==> src/include/mem_sub_cfg.svh <==
`ifndef MEM_SUB_CFG_SVH
`define MEM_SUB_CFG_SVH

// ram address bits, 4 KiB of bytes
`define MEM_SUB_ADDR_W 12

// load/store queue entries, power of two
`define MEM_SUB_LSQ_DEPTH 4

// first fetch address out of reset
`define MEM_SUB_RESET_PC 32'h0000_0000

`endif
==> src/rtl/mem_sub_pkg.sv <==
`default_nettype none

package mem_sub_pkg;

    // client holding the ram port
    typedef enum logic [1:0] {
        OWN_NONE  = 2'd0,
        OWN_FETCH = 2'd1,
        OWN_LSU   = 2'd2
    } owner_e;

    typedef enum logic {
        ACC_LOAD  = 1'b0,
        ACC_STORE = 1'b1
    } acc_kind_e;

    // funct3 coding, low two bits give log2 of the byte count
    typedef enum logic [2:0] {
        W_BYTE   = 3'b000,
        W_HALF   = 3'b001,
        W_WORD   = 3'b010,
        W_BYTE_U = 3'b100,
        W_HALF_U = 3'b101
    } width_e;

endpackage

`default_nettype wire

==> src/rtl/mem_ctrl.sv <==
`timescale 1ns/10ps
`default_nettype none
`include "mem_sub_cfg.svh"

module mem_ctrl (
    input  wire                         clk_in,
    input  wire                         arst_n,
    input  wire                         rdy,
    input  wire                         flush,
    input  wire                         fetch_req,
    input  wire [31:0]                  fetch_pc,
    input  wire                         lsu_req,
    input  wire mem_sub_pkg::acc_kind_e lsu_kind,
    input  wire mem_sub_pkg::width_e    lsu_width,
    input  wire [31:0]                  lsu_addr,
    input  wire [31:0]                  lsu_wdata,
    input  wire [7:0]                   ram_rdata,
    output logic                        fetch_done,
    output logic [31:0]                 fetch_word,
    output logic                        lsu_done,
    output logic [31:0]                 lsu_rdata,
    output logic                        ram_we,
    output logic [`MEM_SUB_ADDR_W-1:0]  ram_addr,
    output logic [7:0]                  ram_wdata
);

    localparam int AW = `MEM_SUB_ADDR_W;

    mem_sub_pkg::owner_e    owner_q;
    mem_sub_pkg::acc_kind_e kind_q;
    mem_sub_pkg::width_e    width_q;
    logic [AW-1:0]          addr_q;     // byte 0 address
    logic [2:0]             rem_q;      // bytes left after the current one
    logic [31:0]            wdata_q;
    logic [23:0]            load_q;     // bytes 0..2 of a load or fetch
    logic                   orphan_q;   // store whose queue entry was flushed

    logic       busy;
    logic       store_busy;
    logic       abort;
    logic       start_lsu;
    logic       start_fetch;
    logic       last_byte;
    logic [2:0] idx;
    logic [2:0] nxt_off;

    function automatic logic [2:0] byte_cnt_m1(input mem_sub_pkg::width_e w);
        case (w[1:0])
            2'b00:   return 3'd0;
            2'b01:   return 3'd1;
            default: return 3'd3;
        endcase
    endfunction

    function automatic logic [31:0] extend(input mem_sub_pkg::width_e w,
                                           input logic [23:0] part,
                                           input logic [7:0] top);
        case (w)
            mem_sub_pkg::W_BYTE:   return {{24{top[7]}}, top};
            mem_sub_pkg::W_HALF:   return {{16{top[7]}}, top, part[7:0]};
            mem_sub_pkg::W_BYTE_U: return {24'd0, top};
            mem_sub_pkg::W_HALF_U: return {16'd0, top, part[7:0]};
            default:               return {top, part};
        endcase
    endfunction

    assign busy        = owner_q != mem_sub_pkg::OWN_NONE;
    assign store_busy  = owner_q == mem_sub_pkg::OWN_LSU && kind_q == mem_sub_pkg::ACC_STORE;
    assign abort       = flush && !store_busy;   // stores always run to the end
    assign start_lsu   = rdy && !flush && !busy && lsu_req;
    assign start_fetch = rdy && !flush && !busy && !lsu_req && fetch_req;
    assign last_byte   = busy && rem_q == 3'd0;
    assign idx         = byte_cnt_m1(width_q) - rem_q;   // byte whose data is on ram_rdata
    assign nxt_off     = idx + 3'd1;

    // While stalled the address of the byte being received is put back on the
    // port, so the registered read still returns that byte when rdy comes back.
    always_comb begin
        if (busy) begin
            ram_addr = addr_q + AW'(rdy ? nxt_off : idx);
        end else if (lsu_req) begin
            ram_addr = lsu_addr[AW-1:0];
        end else begin
            ram_addr = fetch_pc[AW-1:0];
        end
    end

    always_comb begin
        if (!busy) begin
            ram_wdata = lsu_wdata[7:0];   // byte 0 at issue
        end else begin
            case (nxt_off)
                3'd1:    ram_wdata = wdata_q[15:8];
                3'd2:    ram_wdata = wdata_q[23:16];
                3'd3:    ram_wdata = wdata_q[31:24];
                default: ram_wdata = wdata_q[7:0];
            endcase
        end
    end

    assign ram_we = (start_lsu && lsu_kind == mem_sub_pkg::ACC_STORE)
                 || (rdy && store_busy && rem_q != 3'd0);

    assign fetch_done = rdy && !flush && last_byte && owner_q == mem_sub_pkg::OWN_FETCH;
    assign lsu_done   = rdy && last_byte && owner_q == mem_sub_pkg::OWN_LSU
                     && (store_busy ? !orphan_q : !flush);
    assign fetch_word = {ram_rdata, load_q};   // last byte taken live
    assign lsu_rdata  = extend(width_q, load_q, ram_rdata);

    always_ff @(posedge clk_in or negedge arst_n) begin
        if (!arst_n) begin
            owner_q  <= mem_sub_pkg::OWN_NONE;
            rem_q    <= 3'd0;
            orphan_q <= 1'b0;
        end else if (abort) begin
            owner_q <= mem_sub_pkg::OWN_NONE;
            rem_q   <= 3'd0;
        end else begin
            if (flush) begin
                orphan_q <= 1'b1;   // only reached with a store in flight
            end
            if (start_lsu) begin
                owner_q <= mem_sub_pkg::OWN_LSU;
                rem_q   <= byte_cnt_m1(lsu_width);
            end else if (start_fetch) begin
                owner_q <= mem_sub_pkg::OWN_FETCH;
                rem_q   <= 3'd3;
            end else if (rdy && busy) begin
                if (rem_q == 3'd0) begin
                    owner_q  <= mem_sub_pkg::OWN_NONE;
                    orphan_q <= 1'b0;
                end else begin
                    rem_q <= rem_q - 3'd1;
                end
            end
        end
    end

    always_ff @(posedge clk_in) begin
        if (start_lsu) begin
            kind_q  <= lsu_kind;
            width_q <= lsu_width;
            addr_q  <= lsu_addr[AW-1:0];
            wdata_q <= lsu_wdata;
        end else if (start_fetch) begin
            kind_q  <= mem_sub_pkg::ACC_LOAD;
            width_q <= mem_sub_pkg::W_WORD;
            addr_q  <= fetch_pc[AW-1:0];
        end
        if (rdy && busy && rem_q != 3'd0) begin
            case (idx)
                3'd0:    load_q[7:0]   <= ram_rdata;
                3'd1:    load_q[15:8]  <= ram_rdata;
                3'd2:    load_q[23:16] <= ram_rdata;
                default: load_q        <= load_q;
            endcase
        end
    end

    // fetch sequences never write the ram
    a_no_fetch_write : assert property (@(posedge clk_in) disable iff (!arst_n)
        ram_we |-> owner_q != mem_sub_pkg::OWN_FETCH);

    a_rem_range : assert property (@(posedge clk_in) disable iff (!arst_n)
        busy |-> (rem_q <= 3'd3 && rem_q <= byte_cnt_m1(width_q)));

endmodule

`default_nettype wire

==> config.mk <==
export PLATFORM = sky130hd
export DESIGN_NAME = mem_ctrl
export DESIGN_NICKNAME = d
export VERILOG_FILES = /design/src/rtl/mem_sub_pkg.sv /design/src/rtl/mem_ctrl.sv
export VERILOG_INCLUDE_DIRS = /design/src /design/src/include
export SDC_FILE = /design/constraint.sdc
export NUM_CORES = 1
export LEC_CHECK = 0
export BUFFER_PORTS_ARGS = -buffer_cell sky130_fd_sc_hd__buf_4
export CAP_MARGIN = 20
export CORE_UTILIZATION = 47
export DETAILED_ROUTE_END_ITERATION = 7
export PLACE_DENSITY_LB_ADDON = 0.25
export SKIP_LAST_GASP = 1
export SYNTH_ARGS = -nofsm -noshare
export SYNTH_HDL_FRONTEND = slang
export SYNTH_SLANG_ARGS = --single-unit
==> constraint.sdc <==
create_clock -name clk_in -period 5.2 [get_ports clk_in]
set_input_delay 1.56 -clock clk_in [delete_from_list [all_inputs] [get_ports clk_in]]
set_output_delay 1.56 -clock clk_in [all_outputs]
set_load 0.05 [all_outputs]
==> results.md <==
- Status: finished, final reports clean
- Via density: 5.37
- Syn avg cell area: 11.2 um2
- Core area: 0.00872 mm2
- Synth Instances: 375
- Post-cts hold buffer count: 0
- Worst setup SP type: register
- Share of layout cells above drive strength 1: 39.4%
- Vias in the first global route: 3347
- Num CTS Buffers: 9
- Die Ht: 96.7 um
- Switching fraction of total power: 32.4%
- CP max-delay cell: fa_2
- Worst path top cell family by delay: adder cells
- Largest area contributor in the netlist: edfxtp_1
- Initial antenna violation count: 0
- Largest net degree at the start of global routing: 36
- Synth Net Count: 503
- Peak supply drop: 239 uV
- F_max: 198 MHz
- Hold path depth: 2
- Final setup violation count: 0
- Die footprint: 0.00935 mm2
- YS warnings: 0
- Ant diodes: 0
- Most common cell in the netlist: edfxtp_1
- Largest family of logic cells by synthesized area: compound AO/OA/AOI/OAI gates
- Die Wd: 96.7 um
- Seq cells post-synth: 78
- Clk_lat worst skew: 0.35 ns
- Crit-path cells: nor2_2 -> ha_1 -> inv_1 -> fa_2 -> ha_4 -> nand2_1 -> xnor2_1 -> ha_2 -> nand3_2 -> buf_4 -> a21oi_1 -> xnor2_1 -> a21oi_2 -> buf_4
- Setup TNS: 0 ns
- Total Wirelength: 9780 um
- Synth Area in Compound Gates: 14.9%
- PD cells: 315 mW/mm2
- RSZ-0062 raised after global routing: true
- GRT overflow: 0
- Clk sinks: 78
- Library cells used by synthesis: 48
- Combinational fraction of design power: 30.5%
- Fin. max-slew vios: 0
- Clock Root Buffer: clkbuf_8
- RD Place Congestion: 0.815
- CP Buf/Inv Count: 3
- Crit. End Element: output pin
- Clock transition at the registers of the reported paths: 0.08 ns
- Leak: 2.50 nW
- Worst Path Required: 3.64 ns
- Area delta synth->final: 36.4%
- First-pass GRT wire length: 15900 um
- DRC viols: 0
- Crit-path max cell delay: 0.66 ns
- Synth cell count leaders: 72 x edfxtp_1, 55 x nand2_1, 24 x nor2_1, 21 x a21oi_1, 19 x inv_1
- Critical path depth: 14
- Placed Cells: 619
- Fin area: 0.00575 mm2
- Final Hold Viols: 0
- DR vias: 3416
- EDFF count, synth: 72
- Number of max-cap violations: 0
- TritonCTS clock tree: built
- Crit-path max FO: 5
- Critical Path AT: 3.50 ns
- PnR worst setup slack: 0.141 ns
- # port buffers: 160
- Worst Skew: 0.00820 ns
- Util after Layout: 66.0%
- Internal power: 1.22 mW
- Worst-Margin Slew: 0.922 ns
- Post-synthesis mux area share: 3.83%
- Psw: 0.587 mW
- Seq/Total Area, Yosys: 54.8%
- Minimum period implied by the final worst setup slack: 5.06 ns
- DRT iter0 DRCs: 127
- Number of H-tree levels: 3
- Fin crit share: 97.3%
- Slew margin rel.: 38.3%
- Routed Antenna Nets: 0
- Top-level I/O count: 201
- Initial Utilization: 48.4%
- Post-Synth XOR/XNOR Area: 3.35%
- Async S/R FF share, synth: 7.69%
- Synth Flop Type: edfxtp_1
- Part of the power in registers: 40.0%
- Clock share of power: 29.5%
- Non-filler cells, final: 636
- WL/cell: 15.4 um
- Crit path kind: register to output pin
- # rows: 34
- NumNets Final: 651
- Hold Crit Class: register to register
- Pre-CTS setup slack: 0.242 ns
- Dominant cells by area after synthesis: edfxtp_1 51%, nand2_1 4.9%, dfrtp_1 3.6%
- All-layer global routing usage: 21.2%
- Top cell type's share of synthesized area: 51.3%
- R2r worst-path depth: 7
- DP Area: 0.00545 mm2
- Synthesized area: 0.00422 mm2
- Clock Path Buffers: 2
- Drt first pass iters: 4
- Post-Synth Adder-Cell Area: 4.51%
- Simple-gate share of the synthesized area: 13.0%
- Detailed placement HPWL: 7050 um
-- cell families after synthesis --
group           after synthesis
simple gates                116
compound gates               90
flops                        78
buf+inv                      48
mux                          15
xor+xnor                     14
fa+ha+maj                    14
-- worst min-delay path, stage by stage, from the launching register on --
cell	delay (ns)
dfrtp_1	0.39
o21ai_0	0.09
o21ai_0	0.08
-- stage by stage --
step | hold slack, ns | power [mW]
after CTS | 0.589 | 1.80
after global placement | 0.524 | 1.27
after detailed placement | 0.570 | 1.27
final | 0.588 | 1.81
after global routing | 0.623 | 1.88
after floorplan | 0.506 | 1.11
-- worst paths after layout --
check	start	end	slack, ns
worst max-delay path	width_q[0]	ram_addr[7]	0.14
worst min-delay path	orphan_q	orphan_q	0.59
worst max register to register	width_q[0]	load_q[7]	2.44
worst min register to register	orphan_q	orphan_q	0.59
max in group asynchronous	arst_n	rem_q[2]	4.07
min in group asynchronous	arst_n	owner_q[0]	1.00
-- repair_timing --
item                                    4_1_cts  5_1_grt
buffers inserted                              0        1
endpoints found under the setup margin        0        6
gates resized for setup                       0       13
-- registers in the layout, summed over array words and instances (netlist names) --
name / count
orphan_q: 1
rem_q: 3
wdata_q: 32
load_q: 24
owner_q: 2
addr_q: 12
width_q: 3
kind_q: 1
-- routing by layer --
layer	track usage, %	part of all wire, %	up-vias
met5	0	0	-
met4	7.69	1.4	0
met3	3.97	6.0	13
met2	37.0	52	144
met1	26.1	41	1604
li1	-	-	1655
-- cells in the final DEF (no fill, tap or decap), types with 4 or more instances in the layout --
cell type / n
xor2_1: 4
nand2_1: 55
edfxtp_1: 72
mux2_2: 9
nand4_1: 5
dfrtp_1: 6
inv_1: 19
a21o_1: 16
nor2_1: 24
nor2b_1: 9
ha_1: 10
o21ai_0: 17
a21oi_2: 6
a211oi_1: 9
clkbuf_8: 9
a221oi_1: 8
mux2i_1: 6
a222oi_1: 8
xnor2_1: 9
a21oi_1: 14
buf_4: 164
-- final cells by class --
cell class	count	area (um2)
clock buffers	10	128
multi-input cells	249	1740
flip-flops and latches	78	2310
repair buffers	166	1250
inverters	19	71.3
well taps	108	135
clock inverters	6	110
fillers	681	2970
-- power by group through the flow --
stage	Clock [mW]	Combinational, mW	Sequential, mW
floorplan	0	0.370	0.737
global placement	0	0.530	0.737
detailed placement	0	0.535	0.738
CTS	0.539	0.538	0.724
global route	0.563	0.595	0.726
finish	0.534	0.553	0.724
Power figures use the tool's default switching activity.
