===== src/include/mem_sub_cfg.svh =====
`ifndef MEM_SUB_CFG_SVH
`define MEM_SUB_CFG_SVH

// ram address bits, 4 KiB of bytes
`define MEM_SUB_ADDR_W 12

// load/store queue entries, power of two
`define MEM_SUB_LSQ_DEPTH 4

// first fetch address out of reset
`define MEM_SUB_RESET_PC 32'h0000_0000

`endif

===== src/rtl/fetch_unit.sv =====
`timescale 1ns/10ps
`default_nettype none
`include "mem_sub_cfg.svh"

module fetch_unit (
    input  wire         clk_in,
    input  wire         arst_n,
    input  wire         rdy,
    input  wire         flush,
    input  wire [31:0]  redirect_pc,
    input  wire         fetch_en,
    input  wire         fetch_done,
    input  wire [31:0]  fetch_word,
    output logic        fetch_req,
    output logic [31:0] fetch_pc,
    output logic        inst_valid,
    output logic [31:0] inst,
    output logic [31:0] inst_pc
);

    logic [31:0] pc_q;
    logic        hold_q;    // request stays up until served
    logic        valid_q;

    assign fetch_req  = fetch_en || hold_q;
    assign fetch_pc   = pc_q;
    assign inst_valid = valid_q && rdy && !flush;

    always_ff @(posedge clk_in or negedge arst_n) begin
        if (!arst_n) begin
            pc_q    <= `MEM_SUB_RESET_PC;
            hold_q  <= 1'b0;
            valid_q <= 1'b0;
        end else if (flush) begin
            pc_q    <= redirect_pc;
            hold_q  <= 1'b0;
            valid_q <= 1'b0;   // drop a word not yet shown
        end else if (rdy) begin
            hold_q  <= fetch_req && !fetch_done;
            valid_q <= fetch_done;
            if (fetch_done) begin
                pc_q <= pc_q + 32'd4;
            end
        end
    end

    always_ff @(posedge clk_in) begin
        if (fetch_done) begin
            inst    <= fetch_word;
            inst_pc <= pc_q;
        end
    end

endmodule

`default_nettype wire


===== config.mk =====
export PLATFORM = sky130hd
export DESIGN_NAME = fetch_unit
export DESIGN_NICKNAME = d
export VERILOG_FILES = /design/src/rtl/fetch_unit.sv
export VERILOG_INCLUDE_DIRS = /design/src /design/src/include
export SDC_FILE = /design/constraint.sdc
export NUM_CORES = 1
export LEC_CHECK = 0
export BUFFER_PORTS_ARGS = -buffer_cell sky130_fd_sc_hd__buf_2
export CORE_MARGIN = 2
export CORE_UTILIZATION = 39
export DETAILED_ROUTE_END_ITERATION = 12
export HOLD_SLACK_MARGIN = 0.12
export PLACE_DENSITY_LB_ADDON = 0.12
export SLEW_MARGIN = 5
export SYNTH_ARGS = -nofsm -noshare
export SYNTH_HDL_FRONTEND = slang
export SYNTH_SLANG_ARGS = --single-unit
export TNS_END_PERCENT = 30

===== constraint.sdc =====
create_clock -name clk_in -period 1.7 [get_ports clk_in]
set_input_delay 0.34 -clock clk_in [delete_from_list [all_inputs] [get_ports clk_in]]
set_output_delay 0.34 -clock clk_in [all_outputs]
set_load 0.03 [all_outputs]

==> results of run 1 <==
[critical path, delay by kind of cell, from the launching register on]
kind	cells	cell delay [ns]
AND/OR/NAND/NOR	3	1.28
AO/OA/AOI/OAI	1	0.18
flip-flops	1	0.37
[cells in the mapped netlist, types with 2 or more instances]
| master | n |
|---|---|
| edfxtp_1 | 64 |
| dfrtp_1 | 34 |
| nand2_1 | 24 |
| o21ai_0 | 18 |
| nor2_1 | 17 |
| a31oi_1 | 14 |
| or4_1 | 12 |
| nand3_1 | 10 |
| o31ai_1 | 9 |
| nand4_1 | 8 |
| and3_1 | 6 |
| clkbuf_1 | 6 |
| or3_1 | 6 |
| xnor2_1 | 6 |
| inv_1 | 5 |
| xor2_1 | 5 |
| buf_2 | 4 |
| and4_1 | 3 |
| or3_2 | 3 |
| a21oi_1 | 2 |
| mux2_2 | 2 |
| nand3_4 | 2 |
| nor2b_1 | 2 |
| or2_2 | 2 |
| or4_2 | 2 |
[cells in the final DEF, fill, tap and decap left out, types with 2 or more instances in the layout]
cell type,count
a31oi_1,13
mux2_2,2
or2_2,2
or4_2,2
a21oi_1,2
nor2b_1,2
and3_2,2
or4_4,4
and3_1,5
inv_1,5
dfrtp_2,12
nor2_1,17
clkbuf_8,10
xnor2_1,6
nand2_1,24
or4_1,9
nand4_1,8
buf_4,51
edfxtp_1,64
nand3_4,2
buf_6,3
xor2_1,5
bufinv_16,3
or3_4,4
o31ai_1,8
and4_1,3
o21ai_1,2
o21ai_0,16
nand3_1,9
or3_1,4
dfrtp_1,22
buf_2,167
[stage by stage]
stage          setup TNS (ns)  instance area, um^2  worst slack (ns)  hold WS, ns
3_3_place_gp            -3.50                 5240            -0.224        0.295
4_1_cts                 -2.10                 5540            -0.179        0.140
2_1_floorplan           -2.89                 3930            -0.273       0.0444
5_1_grt                 -3.58                 5590            -0.269        0.138
6_report                -2.25                 5590            -0.203        0.156
3_5_place_dp            -5.30                 5240            -0.273        0.313
[cells by family (layout without fill, tap and decap cells)]
| kind of cell | Yosys count | count (layout) | synth area share |
|---|---|---|---|
| muxes | 3 | 3 | 0.00835 |
| DFF | 98 | 98 | 0.712 |
| buffers and inverters | 18 | 243 | 0.0231 |
| xor gates and xnor gates | 11 | 11 | 0.0247 |
| AOI/OAI and AO/OA | 50 | 50 | 0.0809 |
| and+or+nand+nor | 101 | 101 | 0.148 |
| adders and majority gates | 1 | 1 | 0.00321 |
[metal layers]
layer  vias to the layer above  routed length [um]
li1                       1524                   -
met1                      1469                4600
met2                       129                4580
met3                        11                 687
met4                         0                 116
met5                         -                   0
[flip-flops by register name, indices dropped and copies added (netlist names)]
| register | cells |
|---|---|
| inst | 32 |
| hold_q | 1 |
| fetch_pc | 32 |
| inst_pc | 32 |
| valid_q | 1 |
[final cells by class]
cell class              instances  area, um^2
clock buffers                  10         138
well taps                     133         166
flip-flops and latches         98        2790
clock inverters                 6         111
multi-input cells             166        1110
repair buffers                222        1260
fillers                       846        4140
inverters                       5        18.8
[power by group]
group | switching [mW] | total, mW | internal (mW)
sequential | 0.0875 | 2.86 | 2.77
clock | 0.813 | 1.83 | 1.02
combinational | 0.751 | 1.13 | 0.382
total | 1.65 | 5.82 | 4.17
[what timing repair did]
action,CTS,global route
buffers inserted,1,2
pin swaps,8,9
setup endpoints to repair,19,20
hold endpoints to repair,17,0
hold buffers,1,0
resized for setup,9,9
[final timing paths]
path	slack (ns)	cells past startpoint	endpoint
worst min register to register	0.49	0	inst_pc[0]
max in group asynchronous	0.65	3	fetch_pc[14]
worst max register to register	-0.20	4	fetch_pc[30]
worst max-delay path	-0.20	4	fetch_pc[30]
worst min-delay path	0.16	1	inst[18]
min in group asynchronous	0.44	2	fetch_pc[0]
==> out/qor.csv, run 1 <==
metric,value,unit
Slew headroom,0.634,
CP Max Fanout,7,
post-layout util,0.575,
port bufs,167,
average cell area after synthesis,13.8,um^2
per-cell routed wire length,15.6,um
Yosys reg bits,98,
Startpoint Class,flop,
first-pass GRT wire length,15.7,mm
CP startpoint,fetch_pc[10],
Power Total,5.82,mW
post-synth cell types,41,
Via density,4.90,
post-synth top area share,0.493,
Starting Density,0.400,
Post-DRT Antenna Nets,0,
"area leader, netlist",edfxtp_1,
Core Box Area,0.00973,mm^2
failing checks,negative setup slack,
Crit Path Class,flop to flop,
max cap viols,0,
global routing's busiest layer,met2,
Least-Margin Pin Slew,0.549,ns
"most used cell, CP",or4_4,
crit path max-delay cell type,or4_4,
initial antenna violation count,0,
Main synth FF type,edfxtp_1,
area delta synth->final,43.5,%
Total Wirelength,9.98,mm
Worst Clk Skew,0.00997,ns
Inserted Clock Buffers,9,
Final period util,1.12,
largest net degree at the start of global routing,45,
Post-Synthesis Cells,282,
die area,0.0108,mm^2
Layout Nets,573,
FF-to-FF Start,fetch_pc[10],
met1 GRT Util,0.260,
met2 Use GR,0.290,
via count,3133,
Pwr Density,1040,mW/mm^2
final setup violation count,19,
crit-path max cell delay,0.59,ns
Min-Delay Startpoint,fetch_word[18],
ranking of synthesized cells by area,"edfxtp_1 (49%), dfrtp_1 (22%), o21ai_0 (2.3%), nand2_1 (2.3%), or4_1 (2.3%)",
CTS sink cnt,98,
Syn Std Cell Area,0.00390,mm^2
# rows,36,
HPWL after DPL,7.46,mm
CTS H-tree lvls,3,
fin cells,640,
maximum clock insertion buffer count,2,
final hold vios,0,
status,finished with violations,
crit end category,flop,
RSZ-0062 raised after global routing,yes,
CTS root buf,clkbuf_8,
"Seq/Total Area, Yosys",0.712,
min Tclk post-route,1.90,ns
maximum vdd drop,491,uV
Hold WC Path Type,primary input to flop,
vias in the first global route,3037,
x dimension of the die,104,um
layout cells sized above 1,0.538,
gr usage total,0.186,
n_diodes,0,
fin worst setup slack,-0.203,ns
grt total ovfl,0,
Residual DRC,0,
syn_nets,353,
"Slew Viols, Final",0,
"Data required, critical path",1.98,ns
maximum clock frequency,525,MHz
CTS tree,yes,
arrival time at the worst endpoint,2.18,ns
met3 Use GR,0.0351,
Pre-antenna DRT Iters,4,
clock transition at the registers of the reported paths,0.09,ns
cells along the critical path,nand4_1 > or4_4 > or4_4 > a31oi_1,
Ys Warns,0,
Die Y,104,um
worst skew pair latency,0.36,ns
DR iter-0 viols,191,
Post-Place Cells,620,
I/O Pins,168,
Placer Congestion,0.827,
"EDFF count, synth",64,
Pleak,2.38,nW
"Async S/R FF share, synth",0.347,
Power figures use the tool's default switching activity.
==> run 2: changes to the inputs <==
--- a/config.mk
+++ b/config.mk
@@ -6,7 +6,7 @@
 export SDC_FILE = /design/constraint.sdc
 export NUM_CORES = 1
 export LEC_CHECK = 0
-export BUFFER_PORTS_ARGS = -buffer_cell sky130_fd_sc_hd__buf_2
+export BUFFER_PORTS_ARGS = -buffer_cell sky130_fd_sc_hd__buf_4
 export CORE_MARGIN = 2
 export CORE_UTILIZATION = 39
 export DETAILED_ROUTE_END_ITERATION = 12
==> run 2 against run 1 <==
Against the previous run:
- the run still ends with negative setup slack left
- wire length grew 7.5%
- sequential power is essentially flat
- largest cell class unchanged
- global-route usage grew 0.32 points
- fmax shrank 2.2%
==> out/qor.csv, run 2 (synthesized netlist as in run 1, its figures left out) <==
metric,value,unit
R2R Setup Slk,-0.25,ns
clock transition at the registers of the reported paths,0.09,ns
Fin Hold WS,0.151,ns
x dimension of the die,104,um
DR iter-0 viols,149,
per-cell routed wire length,16.7,um
Power Total,5.87,mW
Startpoint Class,flop,
"Slew Viols, Final",0,
vias in the first global route,3050,
"Data required, critical path",1.94,ns
Core Box Area,0.00973,mm^2
n_diodes,0,
Placed Area,0.00568,mm^2
Starting Density,0.400,
setup TNS,-2.79,ns
post-layout util,0.628,
area delta synth->final,56.8,%
crit path max-delay cell type,or4_4,
fin cells,644,
CTS root buf,clkbuf_8,
Post-DRT Antenna Nets,0,
first-pass GRT wire length,15.9,mm
"most used cell, CP",buf_4,
RSZ-0062 raised after global routing,yes,
Slew headroom,0.556,
min Tclk post-route,1.95,ns
gr usage total,0.189,
stages on the worst setup path,6,
worst skew pair latency,0.36,ns
largest net degree at the start of global routing,53,
Crit path max-delay family,simple AND/OR/NAND/NOR gates,
final setup violation count,18,
failing checks,negative setup slack,
Worst Clk Skew,0.00624,ns
Die Y,104,um
initial antenna violation count,0,
Final period util,1.14,
final hold vios,0,
arrival time at the worst endpoint,2.18,ns
layout cells sized above 1,0.556,
"worst slack, placed",-0.277,ns
Inserted Clock Buffers,9,
via count,3230,
CTS tree,yes,
maximum vdd drop,495,uV
Placer Congestion,0.832,
Least-Margin Pin Slew,0.665,ns
port bufs,167,
grt total ovfl,0,
crit end category,flop,
fin worst setup slack,-0.245,ns
Crit Path Class,flop to flop,
# rows,36,
maximum clock frequency,514,MHz
cells along the critical path,nand4_1 > buf_4 > or4_4 > buf_4 > o31ai_4 > a31oi_4,
CTS sink cnt,98,
maximum clock insertion buffer count,2,
Hold WC Path Type,primary input to flop,
Hold Path Depth,1,
final instance area,0.00611,mm^2
I/O Pins,168,
status,finished with violations,
crit-path max cell delay,0.45,ns
reg2reg path depth,6,
Pre-antenna DRT Iters,4,
Pleak,2.56,nW
max cap viols,0,
Layout Nets,577,
Via density,5.02,
HPWL after DPL,7.60,mm
Residual DRC,0,
"commonest non-fill, non-tap cell in the layout",buf_4,
Worst Path Buf+Inv,2,
Post-Place Cells,622,
CTS H-tree lvls,3,
Pwr Density,960,mW/mm^2
Total Wirelength,10.7,mm
CP Max Fanout,4,
die area,0.0108,mm^2
"commonest non-fill, non-tap cells in the layout","buf_4 (222), edfxtp_1 (64), nand2_1 (24), dfrtp_1 (22), nor2_1 (17)",
[run 2: area by class of cell]
| type | count | area, um^2 |
|---|---|---|
| clock buffers | 10 | 138 |
| multi-input cells | 167 | 1200 |
| inverters | 5 | 18.8 |
| well taps | 133 | 166 |
| clock inverters | 6 | 88.8 |
| repair buffers | 225 | 1710 |
| flip-flops and latches | 98 | 2790 |
| fillers | 839 | 3620 |
[run 2: what timing repair did]
action / CTS / global route
gates cloned: 0 / 1
hold buffers: 1 / 0
buffers inserted: 0 / 4
setup endpoints to repair: 19 / 21
pin swaps: 11 / 12
hold endpoints to repair: 34 / 0
resized for setup: 6 / 24
[run 2: final timing paths]
path,from,to
max in group asynchronous,arst_n,fetch_pc[12]
worst min-delay path,fetch_word[27],inst[27]
worst min register to register,fetch_pc[0],inst_pc[0]
worst max-delay path,fetch_pc[13],fetch_pc[26]
worst max register to register,fetch_pc[13],fetch_pc[26]
min in group asynchronous,arst_n,fetch_pc[1]
[run 2: metal layers]
metal / global-route usage / vias up / routed length (um)
li1: - / 1529 / -
met1: 0.256 / 1558 / 4660
met2: 0.299 / 133 / 5130
met3: 0.0457 / 10 / 805
met4: 0.0666 / 0 / 136
met5: 0 / - / 0
[run 2: worst reg2reg max path: cells and delay by family (launching register included)]
kind            cells  cell delay, ns
simple gates        2            0.65
flops               1            0.37
buf+inv             2            0.39
compound gates      2            0.41
[run 2: power by group]
| group | leakage (nW) | internal, mW | total [mW] | switching [mW] |
|---|---|---|---|---|
| Combinational | 1.44 | 0.549 | 1.33 | 0.779 |
| Sequential | 1.01 | 2.77 | 2.86 | 0.0944 |
| Clock | 0.109 | 0.871 | 1.67 | 0.803 |
