File: src/include/mem_sub_cfg.svh
`ifndef MEM_SUB_CFG_SVH
`define MEM_SUB_CFG_SVH

// ram address bits, 4 KiB of bytes
`define MEM_SUB_ADDR_W 12

// load/store queue entries, power of two
`define MEM_SUB_LSQ_DEPTH 4

// first fetch address out of reset
`define MEM_SUB_RESET_PC 32'h0000_0000

`endif
File: src/rtl/mem_sub_pkg.sv
`default_nettype none

package mem_sub_pkg;

    // client holding the ram port
    typedef enum logic [1:0] {
        OWN_NONE  = 2'd0,
        OWN_FETCH = 2'd1,
        OWN_LSU   = 2'd2
    } owner_e;

    typedef enum logic {
        ACC_LOAD  = 1'b0,
        ACC_STORE = 1'b1
    } acc_kind_e;

    // funct3 coding, low two bits give log2 of the byte count
    typedef enum logic [2:0] {
        W_BYTE   = 3'b000,
        W_HALF   = 3'b001,
        W_WORD   = 3'b010,
        W_BYTE_U = 3'b100,
        W_HALF_U = 3'b101
    } width_e;

endpackage

`default_nettype wire

File: src/rtl/lsu_queue.sv
`timescale 1ns/10ps
`default_nettype none
`include "mem_sub_cfg.svh"

module lsu_queue (
    input  wire                          clk_in,
    input  wire                          arst_n,
    input  wire                          rdy,
    input  wire                          flush,
    input  wire                          req_push,
    input  wire mem_sub_pkg::acc_kind_e  req_kind,
    input  wire mem_sub_pkg::width_e     req_width,
    input  wire [31:0]                   req_addr,
    input  wire [31:0]                   req_data,
    input  wire                          lsu_done,
    output logic                         req_full,
    output logic                         lsu_req,
    output mem_sub_pkg::acc_kind_e       lsu_kind,
    output mem_sub_pkg::width_e          lsu_width,
    output logic [31:0]                  lsu_addr,
    output logic [31:0]                  lsu_wdata
);

    localparam int DEPTH = `MEM_SUB_LSQ_DEPTH;
    localparam int PW    = $clog2(DEPTH);

    mem_sub_pkg::acc_kind_e kind_mem  [DEPTH];
    mem_sub_pkg::width_e    width_mem [DEPTH];
    logic [31:0]            addr_mem  [DEPTH];
    logic [31:0]            data_mem  [DEPTH];

    logic [PW-1:0] rd_ptr;
    logic [PW-1:0] wr_ptr;
    logic [PW:0]   count;
    logic          push;
    logic          pop;

    assign push = rdy && req_push && !req_full;
    assign pop  = lsu_done;   // already qualified by rdy

    assign req_full  = count == (PW+1)'(DEPTH);
    assign lsu_req   = count != '0;
    assign lsu_kind  = kind_mem[rd_ptr];
    assign lsu_width = width_mem[rd_ptr];
    assign lsu_addr  = addr_mem[rd_ptr];
    assign lsu_wdata = data_mem[rd_ptr];

    always_ff @(posedge clk_in or negedge arst_n) begin
        if (!arst_n) begin
            rd_ptr <= '0;
            wr_ptr <= '0;
            count  <= '0;
        end else if (flush) begin
            rd_ptr <= '0;
            wr_ptr <= '0;
            count  <= '0;
        end else begin
            if (push) begin
                wr_ptr <= wr_ptr + 1'b1;   // wraps, depth is a power of two
            end
            if (pop) begin
                rd_ptr <= rd_ptr + 1'b1;
            end
            case ({push, pop})
                2'b10:   count <= count + 1'b1;
                2'b01:   count <= count - 1'b1;
                default: count <= count;
            endcase
        end
    end

    always_ff @(posedge clk_in) begin
        if (push) begin
            kind_mem[wr_ptr]  <= req_kind;
            width_mem[wr_ptr] <= req_width;
            addr_mem[wr_ptr]  <= req_addr;
            data_mem[wr_ptr]  <= req_data;
        end
    end

    a_no_push_full : assert property (@(posedge clk_in) disable iff (!arst_n)
        (rdy && req_push) |-> !req_full);

    // the controller only completes an access that still has its entry here
    a_done_has_head : assert property (@(posedge clk_in) disable iff (!arst_n)
        lsu_done |-> lsu_req);

endmodule

`default_nettype wire

File: config.mk
export PLATFORM = sky130hd
export DESIGN_NAME = lsu_queue
export DESIGN_NICKNAME = d
export VERILOG_FILES = /design/src/rtl/mem_sub_pkg.sv /design/src/rtl/lsu_queue.sv
export VERILOG_INCLUDE_DIRS = /design/src /design/src/include
export SDC_FILE = /design/constraint.sdc
export NUM_CORES = 1
export LEC_CHECK = 0
export BUFFER_PORTS_ARGS = -buffer_cell sky130_fd_sc_hd__buf_2
export CAP_MARGIN = 20
export CORE_ASPECT_RATIO = 0.75
export CORE_UTILIZATION = 45
export CTS_BUF_LIST = sky130_fd_sc_hd__clkbuf_16
export DETAILED_ROUTE_END_ITERATION = 10
export PLACE_DENSITY_LB_ADDON = 0.12
export SLEW_MARGIN = 40
export SYNTH_ARGS = -nofsm -noshare
export SYNTH_HDL_FRONTEND = slang
export SYNTH_SLANG_ARGS = --single-unit
File: constraint.sdc
create_clock -name clk_in -period 7.3 [get_ports clk_in]
set_input_delay 1.095 -clock clk_in [delete_from_list [all_inputs] [get_ports clk_in]]
set_output_delay 1.095 -clock clk_in [all_outputs]
set_load 0.005 [all_outputs]
==> reports/qor.yml, run 1 <==
status: "finished clean"
synth_seq_area_share_pct: 81.2
tightest_slew_ns: 0.726
peakVddDrop_mv: 0.147
synth_most_common_cell: "edfxtp_1"
syn-mean-instance-area_sq_um: 25.3
via_per_inst: 5.31
power_leakage_nw: 4.14
nets: 651
endpoint_kind: "output port"
power_density_nw_per_um2: 276
fin_worst_skew_ns: 0.00718
cts_buffers: 27
rrSetupSlack_ns: 5.32
io_pins: 144
clk_latency_ns: 0.51
rsz0062_at_grt: "false"
holdWs_ns: 0.417
max_slew_margin_pct: 51.6
netlist_area_sq_um: 10300
grt_max_degree: 38
cp_slowest_cell: "dfrtp_4"
syn_nets: 486
placed_cell_area_sq_um: 11500
ant_nets: 0
setup_tns_ns: 0
path_clk_slew_ns: 0.06
initial_core_util_pct: 46.2
max_freq_mhz: 249
final_area_sq_um: 12300
clockRootBuffer: "clkbuf_16"
yosysTopAreaCell: "edfxtp_1"
required_ns: 6.20
yosys-top-cells-count: "edfxtp_1 (272), mux4_2 (68), buf_2 (10)"
gr-total-overflow: 0
reg2reg_from: "count[0]"
yosysTopAreaCellShare_pct: 79.5
num_rows: 47
htreeDepth: 1
cts_sinks: 279
grt_pass1_vias: 5072
cts_resized: 0
antenna_found_initial: 1
hold_viol_final: 0
layout-drive-gt1-share_pct: 45.3
core_sq_um: 22200
hold_path_class: "primary input to asynchronous set/reset pin"
synth.distinct_cells: 29
drt_pre_antenna_iters: 4
die_area_sq_um: 23500
max-cap-violations: 0
path_cells: "buf_4 > mux4_2 > buf_2"
routed_wl_um: 18700
chipWidth_um: 177
io_buffers: 143
synth_flop_cell: "edfxtp_1"
crit_path_start_kind: "flop"
n_fill_cell: 1714
ff2ff_path_depth: 7
gp_congestion: 0.707
postCtsHoldBufs: 0
path_buf_inv: 2
cts_buffer_depth: 3
critical_path_arrival_ns: 2.92
grt_usage_pct: 16.4
synthArstFlopShare_pct: 2.51
cp_top_family: "flip-flops"
fp.dieH_um: 133
criticalPathCategory: "flop to output port"
synth_edf_count: 272
wire_per_inst_um: 21.1
final_max_slew_viol_count: 0
timing.rr.end: "count[2]"
vias: 4698
timing.final.crit_share_pct: 55.1
dpl.hpwl_um: 11500
ys_ff_latch: 279
cts_tree: "done"
cpPeakStageDelay_ns: 0.89
yosys_warnings: 0
yosys-top-cells-area: "edfxtp_1 (79%), mux4_2 (15%), dfrtp_1 (1.7%)"
cp_max_fo: 37
drt_iter0_markers: 322
setup_violations: 0
area_growth_pct: 19.8
post-cts-setup-buffers: 0
drc_errors: 0
postSynthCellCount: 407
period_needed_ns: 4.02
grt_pass1_wl_um: 28900
worst register-to-register path, stage by stage (launching register included):
cell,delay [ns]
dfrtp_1,0.46
nor2_2,0.10
a21oi_4,0.31
nor2b_1,0.10
fa_1,0.44
o22ai_1,0.20
nand3_1,0.10
a31oi_1,0.18
worst max path at each step:
stage                     startpoint  slack, ns             end  cells after the start
after detailed placement   rd_ptr[0]       3.71     lsu_addr[3]                      3
after floorplan                  rdy       3.82  addr_mem[0][0]                      3
after CTS                  rd_ptr[0]       3.16     lsu_addr[3]                      3
after global placement     rd_ptr[0]       3.70     lsu_addr[3]                      3
after global routing       rd_ptr[0]       3.02     lsu_addr[3]                      3
final                      rd_ptr[0]       3.28     lsu_addr[0]                      3
logic make-up after synthesis:
logic type | Yosys count | share of synthesized area [%]
adders and majority gates | 5 | 0.682
xor gates and xnor gates | 4 | 0.341
and+or+nand+nor | 22 | 1.17
muxes | 71 | 15.2
DFF | 279 | 81.2
buffers and inverters | 20 | 0.925
AOI/OAI and AO/OA | 6 | 0.487
per-stage QoR:
stage	setup WS (ns)	std cells	util (%)	power, mW
after floorplan	3.82	407	-	2.02
after global placement	3.70	827	50.8	2.14
after detailed placement	3.71	837	51.7	2.16
after CTS	3.16	884	55.4	3.44
after global routing	3.02	884	55.4	3.52
final	3.28	885	55.4	3.40
where the power goes:
part / internal [mW] / switching [mW] / leakage, nW / total [mW]
logic: 0.149 / 0.132 / 1.16 / 0.281
clock network: 0.736 / 0.540 / 0.428 / 1.28
registers: 1.81 / 0.0296 / 2.56 / 1.84
final cells by class:
class | count | area, sq um | share of cell area, %
clock inverters | 20 | 136 | 1.11
repair buffers | 154 | 923 | 7.50
inverters | 2 | 7.51 | 0.0610
clock buffers | 27 | 676 | 5.49
multi-input cells | 108 | 1850 | 15.0
well taps | 294 | 368 | 2.99
diodes | 1 | 2.50 | 0.0203
flip-flops and latches | 279 | 8350 | 67.8
placed cells by master (no fill, tap or decap), types with 5 or more instances in the layout:
| cell type | n |
|---|---|
| mux4_2 | 68 |
| dfrtp_1 | 5 |
| buf_2 | 143 |
| buf_12 | 10 |
| clkinv_1 | 5 |
| edfxtp_1 | 272 |
| clkbuf_16 | 27 |
| clkinv_2 | 7 |
| nor2_1 | 5 |
| inv_1 | 8 |
registers in the layout, summed over array words and instances, names as in the netlist:
| signal | flops |
|---|---|
| addr_mem | 128 |
| data_mem | 128 |
| width_mem | 12 |
| kind_mem | 4 |
| count | 3 |
| rd_ptr | 2 |
| wr_ptr | 2 |
metal layers:
layer / routed length, um / global-route usage [%] / part of all wire, % / vias up
li1: - / - / - / 2060
met5: 0 / 0 / 0 / -
met2: 9110 / 26.8 / 49 / 138
met3: 1200 / 3.91 / 6.4 / 25
met4: 230 / 3.16 / 1.2 / 0
met1: 8140 / 22.8 / 44 / 2475
Power figures use the tool's default switching activity.
==> run 2, diff against run 1 <==
Clock period 7.3 ns to 3.95 ns, I/O delays scaled along.
==> run 2 against run 1 <==
- first-iteration DRC count up 0.31%
- critical endpoint is now lsu_wdata[20]
- count of clock-buffer cells in the layout unchanged
- sequential share of layout area down 0.16 points
- clock power up 87%
- critical path depth unchanged
- routed wire length down 0.67%
- die area unchanged
- via count up 0.11%
- largest power group unchanged
- combinational power up 87%
==> reports/qor.yml, run 2 (synthesized netlist as in run 1, its figures left out) <==
htreeDepth: 1  # unchanged
cts_sinks: 279  # unchanged
ant_nets: 0  # unchanged
cts_tree: "done"
drt_pre_antenna_iters: 4  # unchanged
critical_path_arrival_ns: 2.33  # -0.59 ns
endpoint: "lsu_wdata[20]"
via_per_inst: 5.30  # -0.12%
clk_latency_ns: 0.52  # about the same
finalPower_mw: 6.32  # +86%
max_slew_margin_pct: 62.3  # +11 points
timing.rr.end: "count[2]"
initial_core_util_pct: 46.2  # unchanged
grt_max_degree: 38  # unchanged
max-cap-violations: 0  # unchanged
layout-drive-gt1-share_pct: 45.3  # about the same
crit_path_start_kind: "flop"
power_leakage_nw: 4.13  # -0.32%
endpoint_kind: "output port"
placed_cell_area_sq_um: 11500  # unchanged
hold_start: "req_addr[25]"
cts_resized: 0  # unchanged
peakVddDrop_mv: 0.330  # +120%
die_area_sq_um: 23500  # unchanged
fp.dieH_um: 133  # unchanged
grt_usage_pct: 16.4  # -0.029 points
ff2ff_path_depth: 7  # unchanged
rrSetupSlack_ns: 1.98  # -3.34 ns
drt_iter0_markers: 323  # +0.31%
postCtsHoldBufs: 1  # +1
chipWidth_um: 177  # unchanged
antenna_found_initial: 1  # unchanged
period_needed_ns: 2.92
gp_congestion: 0.689  # -2.5%
utilization_pct: 55.5  # +0.14 points
criticalPathCategory: "flop to output port"
grt_pass1_vias: 4995  # -1.5%
grt_pass1_wl_um: 29000  # +0.21%
clockRootBuffer: "clkbuf_16"
cts_buffers: 26  # -3.7%
post-cts-setup-buffers: 0  # unchanged
reg_top3: "addr_mem (128), data_mem (128), width_mem (12)"
status: "finished clean"
area_growth_pct: 20.1
tightest_slew_ns: 0.566  # -0.160 ns
nets: 651  # unchanged
startpoint: "rd_ptr[0]"
final_max_slew_viol_count: 0  # unchanged
layout_commonest_cell: "edfxtp_1"
routed_wl_um: 18500  # -0.67%
setup_tns_ns: 0  # unchanged
power_density_nw_per_um2: 512  # +86%
dpl.hpwl_um: 11400  # -0.47%
io_buffers: 143  # unchanged
num_rows: 47  # unchanged
path_clk_slew_ns: 0.06  # about the same
final_area_sq_um: 12300  # +0.24%
setup_violations: 0  # unchanged
max_freq_mhz: 343
core_sq_um: 22200  # unchanged
cp_max_fo: 18  # -51%
drc_errors: 0  # unchanged
timing.final.crit_share_pct: 73.9
gr-total-overflow: 0  # unchanged
io_pins: 144  # unchanged
hold_viol_final: 0  # unchanged
wire_per_inst_um: 20.9  # -0.90%
required_ns: 3.36  # -2.84 ns
rsz0062_at_grt: "false"
hold_path_class: "primary input to flop"
final_cell_mix: "edfxtp_1 (272), buf_2 (143), mux4_2 (68), clkbuf_16 (27), buf_12 (10)"
fin_worst_skew_ns: 0.0134  # +0.00620 ns
cts_buffer_depth: 3  # unchanged
reg2reg_from: "count[0]"
vias: 4703  # +0.11%
## run 2: cell types whose count changed in the layout (fill, tap and decap cells not counted), sizes merged
cell / change
inv: -2
dlygate4sd3: +1
clkinvlp: +3
## run 2: through the flow
step                      hold slack [ns]  cells  worst slack [ns]
final                               0.283    887              1.03
after CTS                           0.255    886             0.954
after detailed placement            0.440    837              1.53
after floorplan                     0.297    407             0.974
after global routing                0.256    886             0.877
after global placement              0.438    828              1.50
## run 2: metal layers
metal / part of all wire (%) / GRT usage [%] / vias up / routed length (um)
met1: 47 / 24.2 / 2480 / 8660
met5: 0 / 0 / - / 0
met3: 5.3 / 3.30 / 31 / 985
met2: 46 / 25.2 / 130 / 8520
li1: - / - / 2062 / -
met4: 2.0 / 4.02 / 0 / 380
## run 2: where the power goes
part / total [mW] / internal [mW] / leakage, nW / switching, mW
Sequential: 3.39 / 3.34 / 2.56 / 0.0517
Combinational: 0.526 / 0.278 / 1.16 / 0.248
Clock: 2.40 / 1.37 / 0.410 / 1.03
## run 2: worst min path at each step
stage	to	slack, ns	cells after the start
2_1_floorplan	count[0]	0.30	0
4_1_cts	data_mem[2][14]	0.26	1
3_3_place_gp	count[2]	0.44	1
6_report	addr_mem[2][25]	0.28	1
3_5_place_dp	count[2]	0.44	1
5_1_grt	data_mem[2][14]	0.26	1
## run 2: final cells by class
class / count / area [sq um]
Antenna cell: 1 / 2.50
Multi-Input combinational cell: 108 / 1850
Fill cell: 1699 / 9880
Sequential cell: 279 / 8350
Timing Repair Buffer: 155 / 933
Clock buffer: 27 / 676
Clock inverter: 21 / 156
Tap cell: 294 / 368
Inverter: 2 / 7.51
## run 2: critical path, stage by stage, from the launching register on
cell,delay (ns)
dfrtp_4,0.66
buf_4,0.41
mux4_2,0.58
buf_2,0.15
==> run 3, diff against run 2 <==
Clock period 3.95 ns to 2.9 ns, I/O delays scaled along.
==> run 3 against run 2 <==
- worst setup slack worse by 0.68 ns
- combinational power is 42% higher
- routed wire length is 0.97% lower
- design area hardly changed
- cell count is 0.56% higher
- worst hold slack worse by 0.16 ns
- clock power is 39% higher
- critical endpoint is now lsu_wdata[0]
- largest cell class unchanged
- largest power group unchanged
==> reports/qor.yml, run 3 (synthesized netlist as in run 1, its figures left out) <==
die_area_sq_um: 23500  # unchanged
hold_path_class: "primary input to flop"
cts_tree: "done"
crit_path_start_kind: "flop"
crit_cells: 3  # unchanged
hold_viol_final: 0  # unchanged
io_pins: 144  # unchanged
clockRootBuffer: "clkbuf_16"
p_clk_share_pct: 38.4  # +0.4 points
drt_iter0_markers: 362  # +12%
wire_per_inst_um: 20.6  # -1.5%
status: "finished clean"
reg_top3: "addr_mem (128), data_mem (128), width_mem (12)"
io_buffers: 143  # unchanged
final_cell_mix: "edfxtp_1 (272), buf_2 (143), mux4_2 (68), clkbuf_16 (27), buf_4 (12)"
rsz0062_at_grt: "false"
use_met2_pct: 25.8  # +0.52 points
area_growth_pct: 20.1  # about the same
drt_pre_antenna_iters: 5  # +1
seqCellArea_sq_um: 8350  # unchanged
post-cts-setup-buffers: 0  # unchanged
routed_wl_um: 18400  # -0.97%
ff2ff_path_depth: 4  # -3
cts_buffer_depth: 3  # unchanged
ant_nets: 0  # unchanged
grt_usage_pct: 16.1  # -0.31 points
setup_violations: 0  # unchanged
max-cap-violations: 0  # unchanged
period_needed_ns: 2.55
critical_path_arrival_ns: 2.12  # -0.21 ns
antenna_found_initial: 1  # unchanged
setup_tns_ns: 0  # unchanged
cp_max_fo: 21  # +3
whs_path_depth: 1  # unchanged
grt_use_met1_pct: 22.9  # -1.3 points
chipWidth_um: 177  # unchanged
busiest_layer: "met2"
dpl.hpwl_um: 11300  # -0.85%
drc_errors: 0  # unchanged
fin_worst_skew_ns: 0.0196  # +0.00624 ns
vias: 4679  # -0.51%
netSwitchingPower_mw: 1.78  # +34%
holdWs_ns: 0.127  # -0.157 ns
via_per_inst: 5.25  # -1.1%
endpoint_kind: "output port"
cp_slowest_cell: "mux4_2"
multi_input_area_sq_um: 1850  # unchanged
power_leakage_nw: 4.17  # +1.1%
grt_pass1_vias: 4982  # -0.26%
timing.final.crit_share_pct: 87.9
final_area_sq_um: 12300  # about the same
gr-total-overflow: 0  # unchanged
pre_cts_slack_ns: 0.805  # -0.727 ns
path_buf_inv: 2  # unchanged
cts_buffers: 27  # +3.8%
cp_top_family: "multiplexers"
grt_max_degree: 50  # +32%
cts_sinks: 279  # unchanged
layout-drive-gt1-share_pct: 46.1  # +0.79 points
gp_congestion: 0.704  # +2.1%
p_int_mw: 6.88  # +38%
htreeDepth: 1  # unchanged
power_density_nw_per_um2: 702  # +37%
placed_cell_area_sq_um: 11500  # -0.15%
fp.dieH_um: 133  # unchanged
path_cells: "buf_4 > mux4_2 > buf_2"
path_clk_slew_ns: 0.06  # about the same
combPwrFrac_pct: 8.6  # +0.3 points
cpPeakStageDelay_ns: 0.61  # -0.05 ns
required_ns: 2.47  # -0.89 ns
criticalPathCategory: "flop to output port"
layout_commonest_cell: "edfxtp_1"
grt_pass1_wl_um: 28300  # -2.2%
final_max_slew_viol_count: 0  # unchanged
num_rows: 47  # unchanged
peakVddDrop_mv: 0.399  # +21%
fin_ws_ns: 0.350  # -0.681 ns
finalPower_mw: 8.66  # +37%
max_slew_margin_pct: 69.1  # +6.8 points
nets: 658  # +1.1%
swShare_pct: 20.6  # -0.50 points
pwr-share-seq_pct: 53.0  # -0.7 points
clk_latency_ns: 0.52  # about the same
n_fill_cell: 1706  # +0.41%
max_freq_mhz: 392
initial_core_util_pct: 46.2  # unchanged
core_sq_um: 22200  # unchanged
tightest_slew_ns: 0.463  # -0.103 ns
use_met3_pct: 3.25  # -0.057 points
-- run 3: power by group through the flow --
| stage | clock [mW] | sequential, mW | combinational (mW) |
|---|---|---|---|
| after floorplan | 0 | 4.67 | 0.422 |
| after global placement | 0 | 4.67 | 0.752 |
| after detailed placement | 0 | 4.68 | 0.764 |
| after CTS | 3.42 | 4.59 | 0.770 |
| after global routing | 3.54 | 4.60 | 0.814 |
| final | 3.33 | 4.59 | 0.747 |
-- run 3: layout make-up --
| type | count | share of cell area, % |
|---|---|---|
| inverter | 2 | 0.0608 |
| multi-input combinational | 108 | 15.0 |
| clock buffer | 27 | 5.47 |
| antenna | 1 | 0.0203 |
| clock inverter | 20 | 1.39 |
| tap | 294 | 2.98 |
| timing repair buffer | 161 | 7.42 |
| sequential | 279 | 67.7 |
-- run 3: timing repair --
action                                 4_1_cts  5_1_grt
resized for setup                            0        0
hold buffers                                 1        0
endpoints found under the hold margin        7        0
-- run 3: final timing paths --
kind                              startpoint         endpoint  slack (ns)
min in group asynchronous             arst_n         count[2]        0.29
worst min-delay path            req_data[30]  data_mem[2][30]        0.13
worst min register to register     wr_ptr[1]        wr_ptr[1]        0.61
max in group asynchronous             arst_n        rd_ptr[0]        2.40
worst max-delay path               rd_ptr[0]     lsu_wdata[0]        0.35
worst max register to register      count[0]  data_mem[2][31]        0.88
-- run 3: worst register-to-register path: cells and delay by family, from the launching register on --
family | cells | cell delay [ns]
flops | 1 | 0.47
simple gates | 2 | 0.60
buf+inv | 1 | 0.33
compound gates | 1 | 0.31
-- run 3: metal layers --
layer	share of wire, %	vias up
met4	1.9	0
met3	5.4	29
met1	46	2436
met5	0	-
met2	47	137
li1	-	2077
-- run 3: per-stage QoR --
stage | utilization, % | cells
CTS | 55.5 | 891
global placement | 51.7 | 843
floorplan | - | 407
global route | 55.5 | 891
detailed placement | 51.7 | 843
finish | 55.5 | 892
